**config.mk**
```make
export PLATFORM = sky130hd
export DESIGN_NAME = beeb_glue_top
export DESIGN_NICKNAME = d
export VERILOG_FILES = /design/src/common/beeb_pkg.sv /design/src/design/beeb_glue_top.sv /design/src/joystick/joy_route.sv /design/src/joystick/mouse_axis.sv /design/src/design/sd_route.sv /design/src/rom_map/rom_slot_map.sv /design/src/design/clock_enables.sv
export VERILOG_INCLUDE_DIRS = /design/src /design/src/common
export SDC_FILE = /design/constraint.sdc
export NUM_CORES = 1
export LEC_CHECK = 0
export ABC_AREA = 1
export BUFFER_PORTS_ARGS = -buffer_cell sky130_fd_sc_hd__buf_4
export CAP_MARGIN = 30
export CELL_PAD_IN_SITES_DETAIL_PLACEMENT = 0
export CELL_PAD_IN_SITES_GLOBAL_PLACEMENT = 2
export CORE_UTILIZATION = 26
export CTS_BUF_LIST = sky130_fd_sc_hd__clkbuf_8
export CTS_CLUSTER_DIAMETER = 80
export DETAILED_ROUTE_END_ITERATION = 8
export PLACE_DENSITY_LB_ADDON = 0.1
export SLEW_MARGIN = 20
export SYNTH_ARGS = -nofsm -noshare
export SYNTH_HDL_FRONTEND = slang
export SYNTH_SLANG_ARGS = --single-unit
```
**constraint.sdc**
```tcl
create_clock -name clk_sys -period 2.8 [get_ports clk_sys]
set_input_delay 0.14 -clock clk_sys [delete_from_list [all_inputs] [get_ports clk_sys]]
set_output_delay 0.14 -clock clk_sys [all_outputs]
set_load 0.05 [all_outputs]
```
**src/common/beeb_cfg.svh**
```systemverilog
/*
 * build-time constants for the board glue around the BBC Micro / Master core
 * included by the RTL blocks that need divider ratios, ROM slots or limits
 */
`ifndef BEEB_CFG_SVH
`define BEEB_CFG_SVH

// clock enable ratios against the 96 MHz clk_sys
`define CE48_DIV 2
`define CE32_DIV 3
`define CE24_DIV 4

// model B slots
`define SLOT_OS12      0
`define SLOT_MMFS1_B   1
`define SLOT_RAMMASTER 2
`define SLOT_BASIC2    3
`define SLOT_DFS_B     4
`define SLOT_MMFS2_B   14

// master slots, banks 9..15 run on from SLOT_M_DFS
`define SLOT_MMFS1_M   5
`define SLOT_MOS       6
`define SLOT_M_DFS     7
`define SLOT_MMFS2_M   15

// mouse emulation limits
`define MOUSE_STEP_MAX 10
`define AXIS_MAX       127
`define AXIS_MIN       (-128)

// sd activity stretch, about 20 ms at 96 MHz
`define SD_ACT_HOLD_DEFAULT 2000000

`endif
```
**src/common/beeb_pkg.sv**
```systemverilog
/*
 * shared types for the board glue
 * imported with a wildcard in each module header that needs them
 */
package beeb_pkg;

	// ==================================================
	// memory map
	// ==================================================

	// 16 KB bank, top four bits of the core address
	typedef logic [3:0] bank_t;

	// physical slot in the 256 KB ROM image
	typedef logic [3:0] slot_t;

	// byte address into the ROM image
	typedef logic [17:0] rom_addr_t;

	// byte address as driven by the core
	typedef logic [17:0] cpu_addr_t;

	// filing system menu choice
	// 0 mmfs v1, 1 mmfs v2, 2 dfs, 3 mmfs v1 + dfs, 4 mmfs v2 + dfs
	typedef logic [2:0] fs_sel_t;

	// ==================================================
	// analog axes
	// ==================================================

	// signed mouse position, wide enough to hold one step past the limits
	typedef logic signed [8:0] axis_t;

	// raw stick axis from the input bridge
	typedef logic [7:0] stick_t;

	// 12-bit unsigned axis as the core's ADC expects
	typedef logic [11:0] core_axis_t;

endpackage

```
**src/design/beeb_glue_top.sv**
```systemverilog
/*
 * board glue top level around the BBC Micro / Master core
 * clock enables, ROM slot map, SD routing and analog joystick paths
 */
`timescale 1ns/1ps
`include "beeb_cfg.svh"

module beeb_glue_top
	import beeb_pkg::*;
#(
	parameter int unsigned ACT_HOLD = `SD_ACT_HOLD_DEFAULT
) (
	input  logic       clk_sys,
	input  logic       rst_n,
	// clock enables
	output logic       ce_48,
	output logic       ce_32,
	output logic       ce_24,
	// rom
	input  logic       model_sel,
	input  fs_sel_t    fs_sel,
	input  cpu_addr_t  cpu_addr,
	input  logic [7:0] rom_dout,
	output rom_addr_t  rom_addr,
	output logic [7:0] rom_data,
	// sd
	input  logic       img_mounted,
	input  logic       img_present,
	input  logic       spi_sck,
	input  logic       spi_mosi,
	input  logic       spi_ss,
	input  logic       vsd_miso,
	input  logic       sd_miso,
	output logic       core_miso,
	output logic       vsd_ss,
	output logic       sd_cs,
	output logic       sd_sck,
	output logic       sd_mosi,
	output logic       vsd_sel,
	output logic       sd_act,
	// mouse
	input  logic       mouse_stb,
	input  logic [8:0] mouse_dx,
	input  logic [8:0] mouse_dy,
	input  logic [1:0] mouse_btn,
	input  logic       joy1_active,
	input  logic       mouse_off,
	// sticks
	input  stick_t     joy1_x,
	input  stick_t     joy1_y,
	input  stick_t     joy2_x,
	input  stick_t     joy2_y,
	input  logic       joy1_fire,
	input  logic       joy2_fire,
	input  logic       swap,
	output core_axis_t joystick1_x,
	output core_axis_t joystick1_y,
	output core_axis_t joystick2_x,
	output core_axis_t joystick2_y,
	output logic       joystick1_fire,
	output logic       joystick2_fire
);

	// mouse to stick routing
	axis_t mx;
	axis_t my;
	logic  emu;
	logic  mouse_fire;

	clock_enables u_clock_enables (
		.clk_sys (clk_sys),
		.rst_n   (rst_n),
		.ce_48   (ce_48),
		.ce_32   (ce_32),
		.ce_24   (ce_24)
	);

	rom_slot_map u_rom_slot_map (
		.clk_sys   (clk_sys),
		.rst_n     (rst_n),
		.model_sel (model_sel),
		.fs_sel    (fs_sel),
		.cpu_addr  (cpu_addr),
		.rom_dout  (rom_dout),
		.rom_addr  (rom_addr),
		.rom_data  (rom_data)
	);

	sd_route #(
		.ACT_HOLD (ACT_HOLD)
	) u_sd_route (
		.clk_sys     (clk_sys),
		.rst_n       (rst_n),
		.img_mounted (img_mounted),
		.img_present (img_present),
		.spi_sck     (spi_sck),
		.spi_mosi    (spi_mosi),
		.spi_ss      (spi_ss),
		.vsd_miso    (vsd_miso),
		.sd_miso     (sd_miso),
		.core_miso   (core_miso),
		.vsd_ss      (vsd_ss),
		.sd_cs       (sd_cs),
		.sd_sck      (sd_sck),
		.sd_mosi     (sd_mosi),
		.vsd_sel     (vsd_sel),
		.sd_act      (sd_act)
	);

	mouse_axis u_mouse_axis (
		.clk_sys     (clk_sys),
		.rst_n       (rst_n),
		.mouse_stb   (mouse_stb),
		.mouse_dx    (mouse_dx),
		.mouse_dy    (mouse_dy),
		.mouse_btn   (mouse_btn),
		.joy1_active (joy1_active),
		.mouse_off   (mouse_off),
		.mx          (mx),
		.my          (my),
		.emu         (emu),
		.mouse_fire  (mouse_fire)
	);

	joy_route u_joy_route (
		.mx             (mx),
		.my             (my),
		.emu            (emu),
		.mouse_fire     (mouse_fire),
		.joy1_x         (joy1_x),
		.joy1_y         (joy1_y),
		.joy2_x         (joy2_x),
		.joy2_y         (joy2_y),
		.joy1_fire      (joy1_fire),
		.joy2_fire      (joy2_fire),
		.swap           (swap),
		.joystick1_x    (joystick1_x),
		.joystick1_y    (joystick1_y),
		.joystick2_x    (joystick2_x),
		.joystick2_y    (joystick2_y),
		.joystick1_fire (joystick1_fire),
		.joystick2_fire (joystick2_fire)
	);

endmodule

```
**src/joystick/joy_route.sv**
```systemverilog
/*
 * analog stick routing into the core's 12-bit ADC inputs
 * stick A is the mouse when emulating, else stick 1; swap exchanges ports
 */
`timescale 1ns/1ps

module joy_route
	import beeb_pkg::*;
(
	input  axis_t      mx,
	input  axis_t      my,
	input  logic       emu,
	input  logic       mouse_fire,
	input  stick_t     joy1_x,
	input  stick_t     joy1_y,
	input  stick_t     joy2_x,
	input  stick_t     joy2_y,
	input  logic       joy1_fire,
	input  logic       joy2_fire,
	input  logic       swap,
	output core_axis_t joystick1_x,
	output core_axis_t joystick1_y,
	output core_axis_t joystick2_x,
	output core_axis_t joystick2_y,
	output logic       joystick1_fire,
	output logic       joystick2_fire
);

	stick_t     ax;
	stick_t     ay;
	logic       af;
	core_axis_t a_x;
	core_axis_t a_y;
	core_axis_t b_x;
	core_axis_t b_y;

	// signed centre-zero to unsigned, flipped to the beeb's direction,
	// then widened by repeating the top nibble
	function automatic core_axis_t rebase(input stick_t v);
		stick_t r;
		r = 8'hFF - {~v[7], v[6:0]};
		rebase = {r, r[7:4]};
	endfunction

	// stick A source
	assign ax = emu ? stick_t'(mx[7:0]) : joy1_x;
	assign ay = emu ? stick_t'(my[7:0]) : joy1_y;
	assign af = emu ? mouse_fire : joy1_fire;

	assign a_x = rebase(ax);
	assign a_y = rebase(ay);
	assign b_x = rebase(joy2_x);
	assign b_y = rebase(joy2_y);

	// ==================================================
	// port assignment, fire is active low at the core
	// ==================================================

	assign joystick1_x    = swap ? b_x : a_x;
	assign joystick1_y    = swap ? b_y : a_y;
	assign joystick1_fire = swap ? ~joy2_fire : ~af;

	assign joystick2_x    = swap ? a_x : b_x;
	assign joystick2_y    = swap ? a_y : b_y;
	assign joystick2_fire = swap ? ~af : ~joy2_fire;

endmodule

```
**src/joystick/mouse_axis.sv**
```systemverilog
/*
 * mouse-as-joystick: integrates packet deltas into a clamped X/Y position
 * a toggle on mouse_stb marks a new packet; a real stick or menu off clears it
 */
`timescale 1ns/1ps
`include "beeb_cfg.svh"

module mouse_axis
	import beeb_pkg::*;
(
	input  logic       clk_sys,
	input  logic       rst_n,
	input  logic       mouse_stb,
	input  logic [8:0] mouse_dx,
	input  logic [8:0] mouse_dy,
	input  logic [1:0] mouse_btn,
	input  logic       joy1_active,
	input  logic       mouse_off,
	output axis_t      mx,
	output axis_t      my,
	output logic       emu,
	output logic       mouse_fire
);

	logic  old_stb;
	logic  stb_toggle;
	logic  clear;
	axis_t step_x;
	axis_t step_y;
	axis_t sum_x;
	axis_t sum_y;

	// limit one packet's move so a fast swipe doesn't jump across
	function automatic axis_t clamp_step(input logic [8:0] raw);
		axis_t d;
		d = axis_t'(raw);
		if (d > `MOUSE_STEP_MAX)
			clamp_step = axis_t'(`MOUSE_STEP_MAX);
		else if (d < -`MOUSE_STEP_MAX)
			clamp_step = axis_t'(-`MOUSE_STEP_MAX);
		else
			clamp_step = d;
	endfunction

	// pin the position to the 8-bit signed range
	function automatic axis_t saturate(input axis_t v);
		if (v < `AXIS_MIN)
			saturate = axis_t'(`AXIS_MIN);
		else if (v > `AXIS_MAX)
			saturate = axis_t'(`AXIS_MAX);
		else
			saturate = v;
	endfunction

	assign step_x = clamp_step(mouse_dx);
	assign step_y = clamp_step(mouse_dy);

	// screen y runs opposite to mouse y
	assign sum_x = mx + step_x;
	assign sum_y = my - step_y;

	assign stb_toggle = (old_stb != mouse_stb);
	assign clear      = joy1_active | mouse_off;
	assign mouse_fire = |mouse_btn;

	// ==================================================
	// position registers
	// ==================================================

	always_ff @(posedge clk_sys) begin
		if (!rst_n) begin
			// follow the strobe so reset release is not a packet
			old_stb <= mouse_stb;
			mx      <= '0;
			my      <= '0;
			emu     <= 1'b0;
		end else begin
			old_stb <= mouse_stb;
			if (clear) begin
				mx  <= '0;
				my  <= '0;
				emu <= 1'b0;
			end else if (stb_toggle) begin
				mx  <= saturate(sum_x);
				my  <= saturate(sum_y);
				emu <= 1'b1;
			end
		end
	end

	// joy_route only forwards the low byte, so the range must hold
	a_axis_range : assert property (@(posedge clk_sys) disable iff (!rst_n)
		(mx >= `AXIS_MIN) && (mx <= `AXIS_MAX) &&
		(my >= `AXIS_MIN) && (my <= `AXIS_MAX))
		else $error("mouse axis out of range: mx %0d my %0d", mx, my);

endmodule

```
**src/design/sd_route.sv**
```systemverilog
/*
 * routes the core's SPI master to the virtual card or the physical SD slot
 * a mounted image takes over; sd_act stretches bus edges for a disk LED
 */
`timescale 1ns/1ps
`include "beeb_cfg.svh"

module sd_route #(
	parameter int unsigned ACT_HOLD = `SD_ACT_HOLD_DEFAULT
) (
	input  logic clk_sys,
	input  logic rst_n,
	input  logic img_mounted,
	input  logic img_present,
	input  logic spi_sck,
	input  logic spi_mosi,
	input  logic spi_ss,
	input  logic vsd_miso,
	input  logic sd_miso,
	output logic core_miso,
	output logic vsd_ss,
	output logic sd_cs,
	output logic sd_sck,
	output logic sd_mosi,
	output logic vsd_sel,
	output logic sd_act
);

	localparam int CNT_W = $clog2(ACT_HOLD + 1);

	logic             old_mosi;
	logic             old_miso;
	logic             bus_edge;
	logic [CNT_W-1:0] hold_cnt;

	// card select follows the size of the last mount
	always_ff @(posedge clk_sys) begin
		if (!rst_n)
			vsd_sel <= 1'b0;
		else if (img_mounted)
			vsd_sel <= img_present;
	end

	// ==================================================
	// spi steering
	// ==================================================

	assign core_miso = vsd_sel ? vsd_miso : sd_miso;

	// virtual card only sees ss while selected
	assign vsd_ss  = spi_ss | ~vsd_sel;

	// park the physical card while the image is in use
	assign sd_cs   = spi_ss | vsd_sel;
	assign sd_sck  = spi_sck & ~vsd_sel;
	assign sd_mosi = spi_mosi & ~vsd_sel;

	// ==================================================
	// activity stretch
	// ==================================================

	assign bus_edge = (old_mosi ^ spi_mosi) | (old_miso ^ core_miso);

	always_ff @(posedge clk_sys) begin
		if (!rst_n) begin
			// track the lines so the first cycle sees no false edge
			old_mosi <= spi_mosi;
			old_miso <= core_miso;
			hold_cnt <= CNT_W'(ACT_HOLD);
			sd_act   <= 1'b0;
		end else begin
			old_mosi <= spi_mosi;
			old_miso <= core_miso;
			sd_act   <= (hold_cnt < CNT_W'(ACT_HOLD));
			if (bus_edge)
				hold_cnt <= '0;
			else if (hold_cnt < CNT_W'(ACT_HOLD))
				hold_cnt <= hold_cnt + 1'b1;
		end
	end

endmodule

```
**src/rom_map/rom_slot_map.sv**
```systemverilog
/*
 * sideways ROM bank to physical slot mapper for model B and Master
 * model is sampled while reset is held; address and data paths are combinational
 */
`timescale 1ns/1ps
`include "beeb_cfg.svh"

module rom_slot_map
	import beeb_pkg::*;
(
	input  logic      clk_sys,
	input  logic      rst_n,
	input  logic      model_sel,
	input  fs_sel_t   fs_sel,
	input  cpu_addr_t cpu_addr,
	input  logic [7:0] rom_dout,
	output rom_addr_t rom_addr,
	output logic [7:0] rom_data
);

	logic  m128;
	logic  mmfsv1;
	logic  mmfsv2;
	logic  dfs;
	bank_t bank;
	slot_t slot;

	// model only changes across a reset
	always_ff @(posedge clk_sys) begin
		if (!rst_n)
			m128 <= model_sel;
	end

	// filing system enables
	assign mmfsv1 = (fs_sel == 3'd0) || (fs_sel == 3'd3);
	assign mmfsv2 = (fs_sel == 3'd1) || (fs_sel == 3'd4);
	assign dfs    = (fs_sel >= 3'd2);

	assign bank = cpu_addr[17:14];

	// ==================================================
	// bank to slot
	// ==================================================

	always_comb begin
		case ({m128, bank})
			// model B
			5'b0_0011: slot = slot_t'(`SLOT_DFS_B);
			5'b0_0100: slot = slot_t'(`SLOT_OS12);
			// split rom/ram bank, mmfs build picks the image
			5'b0_1000: slot = mmfsv1 ? slot_t'(`SLOT_MMFS1_B) : slot_t'(`SLOT_MMFS2_B);
			5'b0_1110: slot = slot_t'(`SLOT_RAMMASTER);
			5'b0_1111: slot = slot_t'(`SLOT_BASIC2);
			// master
			5'b1_0011: slot = mmfsv1 ? slot_t'(`SLOT_MMFS1_M) : slot_t'(`SLOT_MMFS2_M);
			5'b1_0100: slot = slot_t'(`SLOT_MOS);
			// dfs, viewsheet, edit, basic4, adfs, view, terminal
			5'b1_1001, 5'b1_1010, 5'b1_1011, 5'b1_1100,
			5'b1_1101, 5'b1_1110, 5'b1_1111:
				slot = slot_t'(`SLOT_M_DFS) + (bank - bank_t'(9));
			default:   slot = slot_t'(0);
		endcase
	end

	// offset within the bank is untouched
	assign rom_addr = {slot, cpu_addr[13:0]};

	// ==================================================
	// data gating
	// ==================================================

	always_comb begin
		case ({m128, bank})
			5'b0_0100, 5'b0_1110, 5'b0_1111,
			5'b1_0100, 5'b1_1010, 5'b1_1011, 5'b1_1100,
			5'b1_1101, 5'b1_1110, 5'b1_1111:
				rom_data = rom_dout;
			// dfs images
			5'b0_0011, 5'b1_1001:
				rom_data = dfs ? rom_dout : 8'h00;
			// mmfs images, either version
			5'b0_1000, 5'b1_0011:
				rom_data = (mmfsv1 || mmfsv2) ? rom_dout : 8'h00;
			// empty bank reads as zero
			default:
				rom_data = 8'h00;
		endcase
	end

	// menu only offers five filing systems
	a_fs_sel_legal : assert property (@(posedge clk_sys) disable iff (!rst_n)
		fs_sel <= 3'd4)
		else $error("fs_sel out of range: %0d", fs_sel);

endmodule

```
**src/design/clock_enables.sv**
```systemverilog
/*
 * single-cycle clock enables at 48, 32 and 24 MHz from the 96 MHz clk_sys
 * consumers qualify their registers with the strobe, no derived clocks
 */
`timescale 1ns/1ps
`include "beeb_cfg.svh"

module clock_enables (
	input  logic clk_sys,
	input  logic rst_n,
	output logic ce_48,
	output logic ce_32,
	output logic ce_24
);

	// ==================================================
	// one wrap-around divider per strobe
	// ==================================================

	for (genvar i = 0; i < 3; i++) begin : g_div
		// 0 -> 48 MHz, 1 -> 32 MHz, 2 -> 24 MHz
		localparam int RATIO = (i == 0) ? `CE48_DIV :
		                       (i == 1) ? `CE32_DIV : `CE24_DIV;

		logic [2:0] cnt;
		logic       strobe;

		always_ff @(posedge clk_sys) begin
			if (!rst_n) begin
				cnt    <= '0;
				strobe <= 1'b0;
			end else begin
				// strobe lands the cycle after the count sits at zero
				strobe <= (cnt == 3'd0);
				if (cnt == 3'(RATIO - 1))
					cnt <= '0;
				else
					cnt <= cnt + 3'd1;
			end
		end
	end

	assign ce_48 = g_div[0].strobe;
	assign ce_32 = g_div[1].strobe;
	assign ce_24 = g_div[2].strobe;

	// half-rate strobe must never merge into a level
	a_ce48_single : assert property (@(posedge clk_sys) disable iff (!rst_n)
		ce_48 |=> !ce_48)
		else $error("ce_48 high on two consecutive cycles");

endmodule

```
# After elaboration in Yosys (flattened, before gate mapping)

Cells that the tools add are included.
Widths: inputs -> output; s select.

Bits of input ports: 97
Output and inout port bits: 86
Bits in registers: 58
Word-level logic and storage cells: 120

Equal/unequal tests: 21
Reductions and logical operators: 18
Magnitude comparators: 10
Bitwise gates (word level): 16
Mux-type cells: 26
Add/sub/neg operators: 12

Operators with widths:

| operator              | number |
|---|---|
| $mux 9                | 8 |
| $mux 12               | 4 |
| $eq 5x5->1 const B    | 9 |
| $mux 21               | 2 |
| $mux 8                | 4 |
| $sub 8x8->8 const A   | 4 |
| $pmux 4 s7            | 1 |
| $pmux 8 s3            | 1 |
| $add 21x1->21 const B | 1 |
| $lt 21x21->1 const B  | 1 |
| $gt 9x5->1 const B    | 2 |
| $gt 9x8->1 const B    | 2 |
| $lt 9x5->1 const B    | 2 |
| $lt 9x8->1 const B    | 2 |
| $reduce_or 2->1       | 8 |
| $eq 5x4->1 const B    | 3 |
| $logic_not 3->1       | 4 |
| $reduce_or 10->1      | 1 |
| $add 3x1->3 const B   | 3 |
| $add 9x9->9           | 1 |
| $eq 3x2->1 const B    | 3 |
| $sub 9x9->9           | 1 |
| $mux 4                | 2 |
| $not 1->1             | 8 |
| 15 further kinds      | 26 |

# Depth between registers and ports, before layout

Depth after elaboration: 7
Gate-level depth with buffers: 21

# Hierarchy

A second synthesis with hierarchy kept.

Cells, all modules: 911
Area total of the unflattened synthesis: 5,619.1 µm²

By module, submodules not included:

| module        | instances | cells an instance | area each (µm²) | seq. area each (µm²) |
|---|---|---|---|---|
| mouse_axis    | 1         | 288               | 1,881.8         | 400.4 |
| sd_route      | 1         | 228               | 1,529.0         | 500.5 |
| joy_route     | 1         | 183               | 991.0           | 0.0 |
| rom_slot_map  | 1         | 150               | 710.7           | 30.0 |
| clock_enables | 1         | 62                | 506.7           | 240.2 |

# Worst setup path after synthesis

OpenSTA, ideal clock, no wires.

Path kind: register -> output
From: reg u_mouse_axis.emu
To: out joystick1_x[10]
Data arrival time: 2,540 ps
Path buffers: 2
Stages on the path, launching flop included: 5
Slack: 120 ps
Path through: dfxtp_1 -> clkbuf_1 -> mux2_2 -> o21ai_0 -> buf_4

Word-level cells in the longest chain between the ends: 3

RTL lines:

| element                | RTL line            | text |
|---|---|---|
| from (decl)            | mouse_axis.sv:21    | `output logic emu,` |
| from (signal assigned) | mouse_axis.sv:76    | `emu <= 1'b0;` |
| from (signal assigned) | mouse_axis.sv:82    | `emu <= 1'b0;` |
| from (signal assigned) | mouse_axis.sv:86    | `emu <= 1'b1;` |
| $mux 8                 | joy_route.sv:46     | `assign ax = emu ? stick_t'(mx[7:0]) : joy1_x;` |
| $sub 8x8->8            | joy_route.sv:41     | `r = 8'hFF - {~v[7], v[6:0]};` |
| $mux 12                | joy_route.sv:59     | `assign joystick1_x = swap ? b_x : a_x;` |
| to (decl)              | beeb_glue_top.sv:56 | `output core_axis_t joystick1_x,` |

Every way passes these cells.

# Final worst setup path

From: in mouse_dy[5]
To: reg u_mouse_axis.my[3]

Word-level cells in the longest chain between the ends: 7
Elaborated cells between the ends (all ways): 9
Classes of those cells: add/sub: 1; order compare: 4; mux: 4

RTL lines:

| element              | RTL line            | text |
|---|---|---|
| from (decl)          | beeb_glue_top.sv:44 | `input logic [8:0] mouse_dy,` |
| $lt 9x5->1 (no line) | -                   |  |
| $mux 9               | mouse_axis.sv:39    | `` else if (d < -`MOUSE_STEP_MAX) `` |
| $mux 9 (*)           | mouse_axis.sv:37    | `` if (d > `MOUSE_STEP_MAX) `` |
| $sub 9x9->9 (*)      | mouse_axis.sv:60    | `assign sum_y = my - step_y;` |
| $gt 9x8->1 (no line) | -                   |  |
| $mux 9               | mouse_axis.sv:49    | `` else if (v > `AXIS_MAX) `` |
| $mux 9 (*)           | mouse_axis.sv:47    | `` if (v < `AXIS_MIN) `` |
| to (signal assigned) | mouse_axis.sv:85    | `my <= saturate(sum_y);` |
| to (decl)            | mouse_axis.sv:20    | `output axis_t my,` |

Every way passes the cells marked *; elsewhere a longest branch is shown, timed or not.
A chain may end at the register's enable or synchronous reset.

==> run_results.csv <==
group,metric,value,unit
setup_path,worstSetupPathDepth,19,
detailed_routing,met1Wirelength,6820,µm
clock_tree,cts_root_buf,"clkbuf_8",
finish,layout_commonest_cell,"nand2_1",
pwr,powerDensity,435,nW/µm²
timing,fin_hold_ws,0.0262,ns
placed_design,io_buffers,154,
hold_path,hold_depth,3,
global_routing,grt_antenna_before_repair,0,
setup_path,cp-start-kind,"primary input",
floorplan,die_y,138,µm
finish,drive_gt1_frac,0.237,
timing,hold_viol_final,0,
setup_path,crit_chain,"buf_4 > inv_1 > nor3_1 > nand4_1 > ha_1 > nor2_1 > ha_1 > inv_1 > fa_1 > nand3_1 > nand3_1 > nand2_1 > nand3_1 > nand3_1 > nand2_1 > nand2_1 > nand2_1 > nand2_1 > a21oi_1",
timing,post-route-period-util,0.873,
synth,synthFlopType,"dfxtp_1",
floorplan,die_w,138,µm
global_routing,grt_first_pass_wirelength,22000,µm
clock_tree,cts_sinks,58,
placed_design,placedCellCount,1100,
synth,yosys_register_bits,58,
detailed_routing,final_antenna_net_count,0,
timing,skew,0.00570,ns
setup_path,worstSetupEndpointType,"register",
clock_tree,cts_buffers,9,
floorplan,die_area,19000,µm²
finish,final_cell_mix,"203 x nand2_1, 164 x buf_4, 115 x inv_1, 57 x dfxtp_1, 56 x o21ai_0",
detailed_routing,met2_length,6400,µm
pwr,ir_worst_vdd,276,µV
finish,diodes,0,
global_routing,grt_start_max_net_pins,36,
outcome,status,"completed",
timing,finalSetupViolCount,0,
timing,slew_violations,0,
setup_path,critical_path.top_delay_family,"simple AND/OR/NAND/NOR gates",
global_routing,grt_usage,0.148,
hold_path,min_path_type,"primary input to register",
clock_tree,clk_latency,0.34,ns
timing,worst_pin_slew,0.852,ns
timing,max_slew_margin,0.432,
detailed_routing,vias,4928,
synth,synthTopCellsByArea,"dfxtp_1 24%, nand2_1 16%, inv_1 9.0%",
clock_tree,cts_buffer_depth,2,
clock_tree,cts_max_level,3,
detailed_routing,vias_per_cell,4.41,
floorplan,initial_utilization,0.266,
synth,seq_area_frac_synth,0.244,
synth,synthArstFlopShare,0,
synth,synth_top_area_frac,0.238,
floorplan,coreArea,18000,µm²
detailed_routing,drt-initial-drc-count,165,
pwr,finalPower,2.72,mW
clock_tree,cts.clk_slew.worst_paths,0.06,ns
detailed_routing,wl_per_cell,12.5,µm
finish,stdcell_count,1118,
synth,syn_nets,881,
setup_path,slowest_delay,0.40,ns
setup_path,critPathKind,"primary input to register",
setup_path,cp.required,3.02,ns
finish,finalInstanceArea,6260,µm²
detailed_routing,drt_wl_total,14000,µm
setup_path,path_buf_inv,3,
finish,num-nets-final,1013,
pwr,leakagePower,3.14,nW
synth,syn_area_per_cell,6.37,µm²
placed_design,gp_congestion,0.839,
timing,fmaxAchievable,409,MHz
global_routing,grt_pass1_vias,4596,
synth,yosysUniqueCellTypes,40,
detailed_routing,drc,0,
detailed_routing,firstDrtPassIters,4,
finish,syn_to_final_growth,30.6,%
synth,synth_edf_count,1,
synth,syn_area,4800,µm²
flow_run,drv_cap,0,
global_routing,grt_overflow,0,
detailed_routing,met3_length,642,µm
setup_path,rr_worst_depth,14,
placed_design,dpl_cell_area,6030,µm²
setup_path,cp_common_cell,"nand2_1",
timing,rsz0062_at_grt,"false",
placed_design,hpwl,11400,µm
setup_path,critPathMaxFanout,7,
synth,syn_inst,753,
synth,yosysWarnings,0,
clock_tree,cts_tree,"yes",
detailed_routing,dr.max_layer_used,"met4",
synth,yosysTopAreaCell,"dfxtp_1",
timing,min_period,2.44,ns
setup_path,worst_path_max_delay_cell,"fa_1",
floorplan,io_pins,183,
setup_path,cp.arrival,2.66,ns
floorplan,fp-row-count,49,
setup_path,r2r_slack,0.60,ns
layer usage:
layer / vias up / GRT usage
met2: 98 / 0.246
met3: 10 / 0.0228
met4: 0 / 0.0525
met1: 2177 / 0.192
li1: 2643 / -
met5: - / 0
cell usage after synthesis (2+ instances only):
cell type and count:
o21ai_2 5, mux2i_1 2, inv_1 115, nor3_1 19, nor3b_1 2, o21ai_0 56, a21oi_2 3, nand2_1 203
nor4_1 3, clkbuf_1 13, inv_2 2, fa_1 2, mux2_2 13, or2_2 4, xnor2_1 6, a31oi_1 2
nand4_1 14, ha_1 29, a21oi_1 47, nand3_1 32, buf_2 2, dfxtp_1 57, xor2_1 21, buf_4 30
nor2_1 52, clkinv_1 2, o211ai_1 4
worst paths after layout:
check | from | to
setup / recovery | mouse_dy[5] | u_mouse_axis.my[3]$_SDFFE_PP0P_
hold / removal | img_present | u_sd_route.vsd_sel$_SDFFE_PN0P_
setup reg to reg | u_mouse_axis.my[0]$_SDFFE_PP0P_ | u_mouse_axis.my[3]$_SDFFE_PP0P_
hold reg to reg | u_clock_enables.g_div[2].cnt[2]$_SDFF_PP0_ | u_clock_enables.ce_24$_SDFF_PN0_
flip-flops by register name, indices dropped and copies added (netlist names), 9 cells and up:
name	cells
u_sd_route.hold_cnt	21
u_mouse_axis.my	9
u_clock_enables.g_div.cnt	9
u_mouse_axis.mx	9
metrics by stage:
stage / setup WS, ns / TNS (ns) / util
finish: 0.355 / 0 / 0.347
global route: 0.0481 / 0 / 0.347
CTS: 0.356 / 0 / 0.347
floorplan: 0.120 / 0 / -
global placement: 0.0578 / 0 / 0.334
detailed placement: -0.0209 / -0.0474 / 0.334
where the power goes:
group | internal [mW] | switching, mW
logic | 0.350 | 0.656
registers | 0.878 | 0.0442
clock network | 0.474 | 0.320
total | 1.70 | 1.02
worst reg2reg max path: stages, from the launching register on:
cell	delay, ns
dfxtp_1	0.31
inv_1	0.11
ha_1	0.16
inv_1	0.05
fa_1	0.40
nand3_1	0.10
nand3_1	0.13
nand2_1	0.10
nand3_1	0.11
nand3_1	0.14
nand2_1	0.06
nand2_1	0.17
nand2_1	0.09
nand2_1	0.08
a21oi_1	0.06
what timing repair did:
item / 4_1_cts / 5_1_grt
setup buffers: 0 / 0
setup endpoints to repair: 0 / 2
resized for setup: 0 / 2
hold buffers: 3 / 0
endpoints found under the hold margin: 3 / 0
cell families (layout without fill, tap and decap cells):
family | count (synthesis) | after routing | synth area share
flip-flops | 58 | 58 | 0.244
buffers and inverters | 166 | 302 | 0.155
XOR/XNOR | 27 | 27 | 0.0493
multiplexers | 15 | 15 | 0.0347
AND/OR/NAND/NOR | 335 | 335 | 0.295
AO/OA/AOI/OAI | 121 | 121 | 0.137
adder cells (fa/ha/maj) | 31 | 31 | 0.0840
cell type report:
type / instances / area (µm²)
Clock buffer: 12 / 165
Clock inverter: 3 / 38.8
Fill cell: 1994 / 11800
Inverter: 120 / 455
Multi-Input combinational cell: 529 / 2890
Sequential cell: 58 / 1170
Tap cell: 229 / 287
Timing Repair Buffer: 167 / 1260
(Power assumes the default switching activity.)
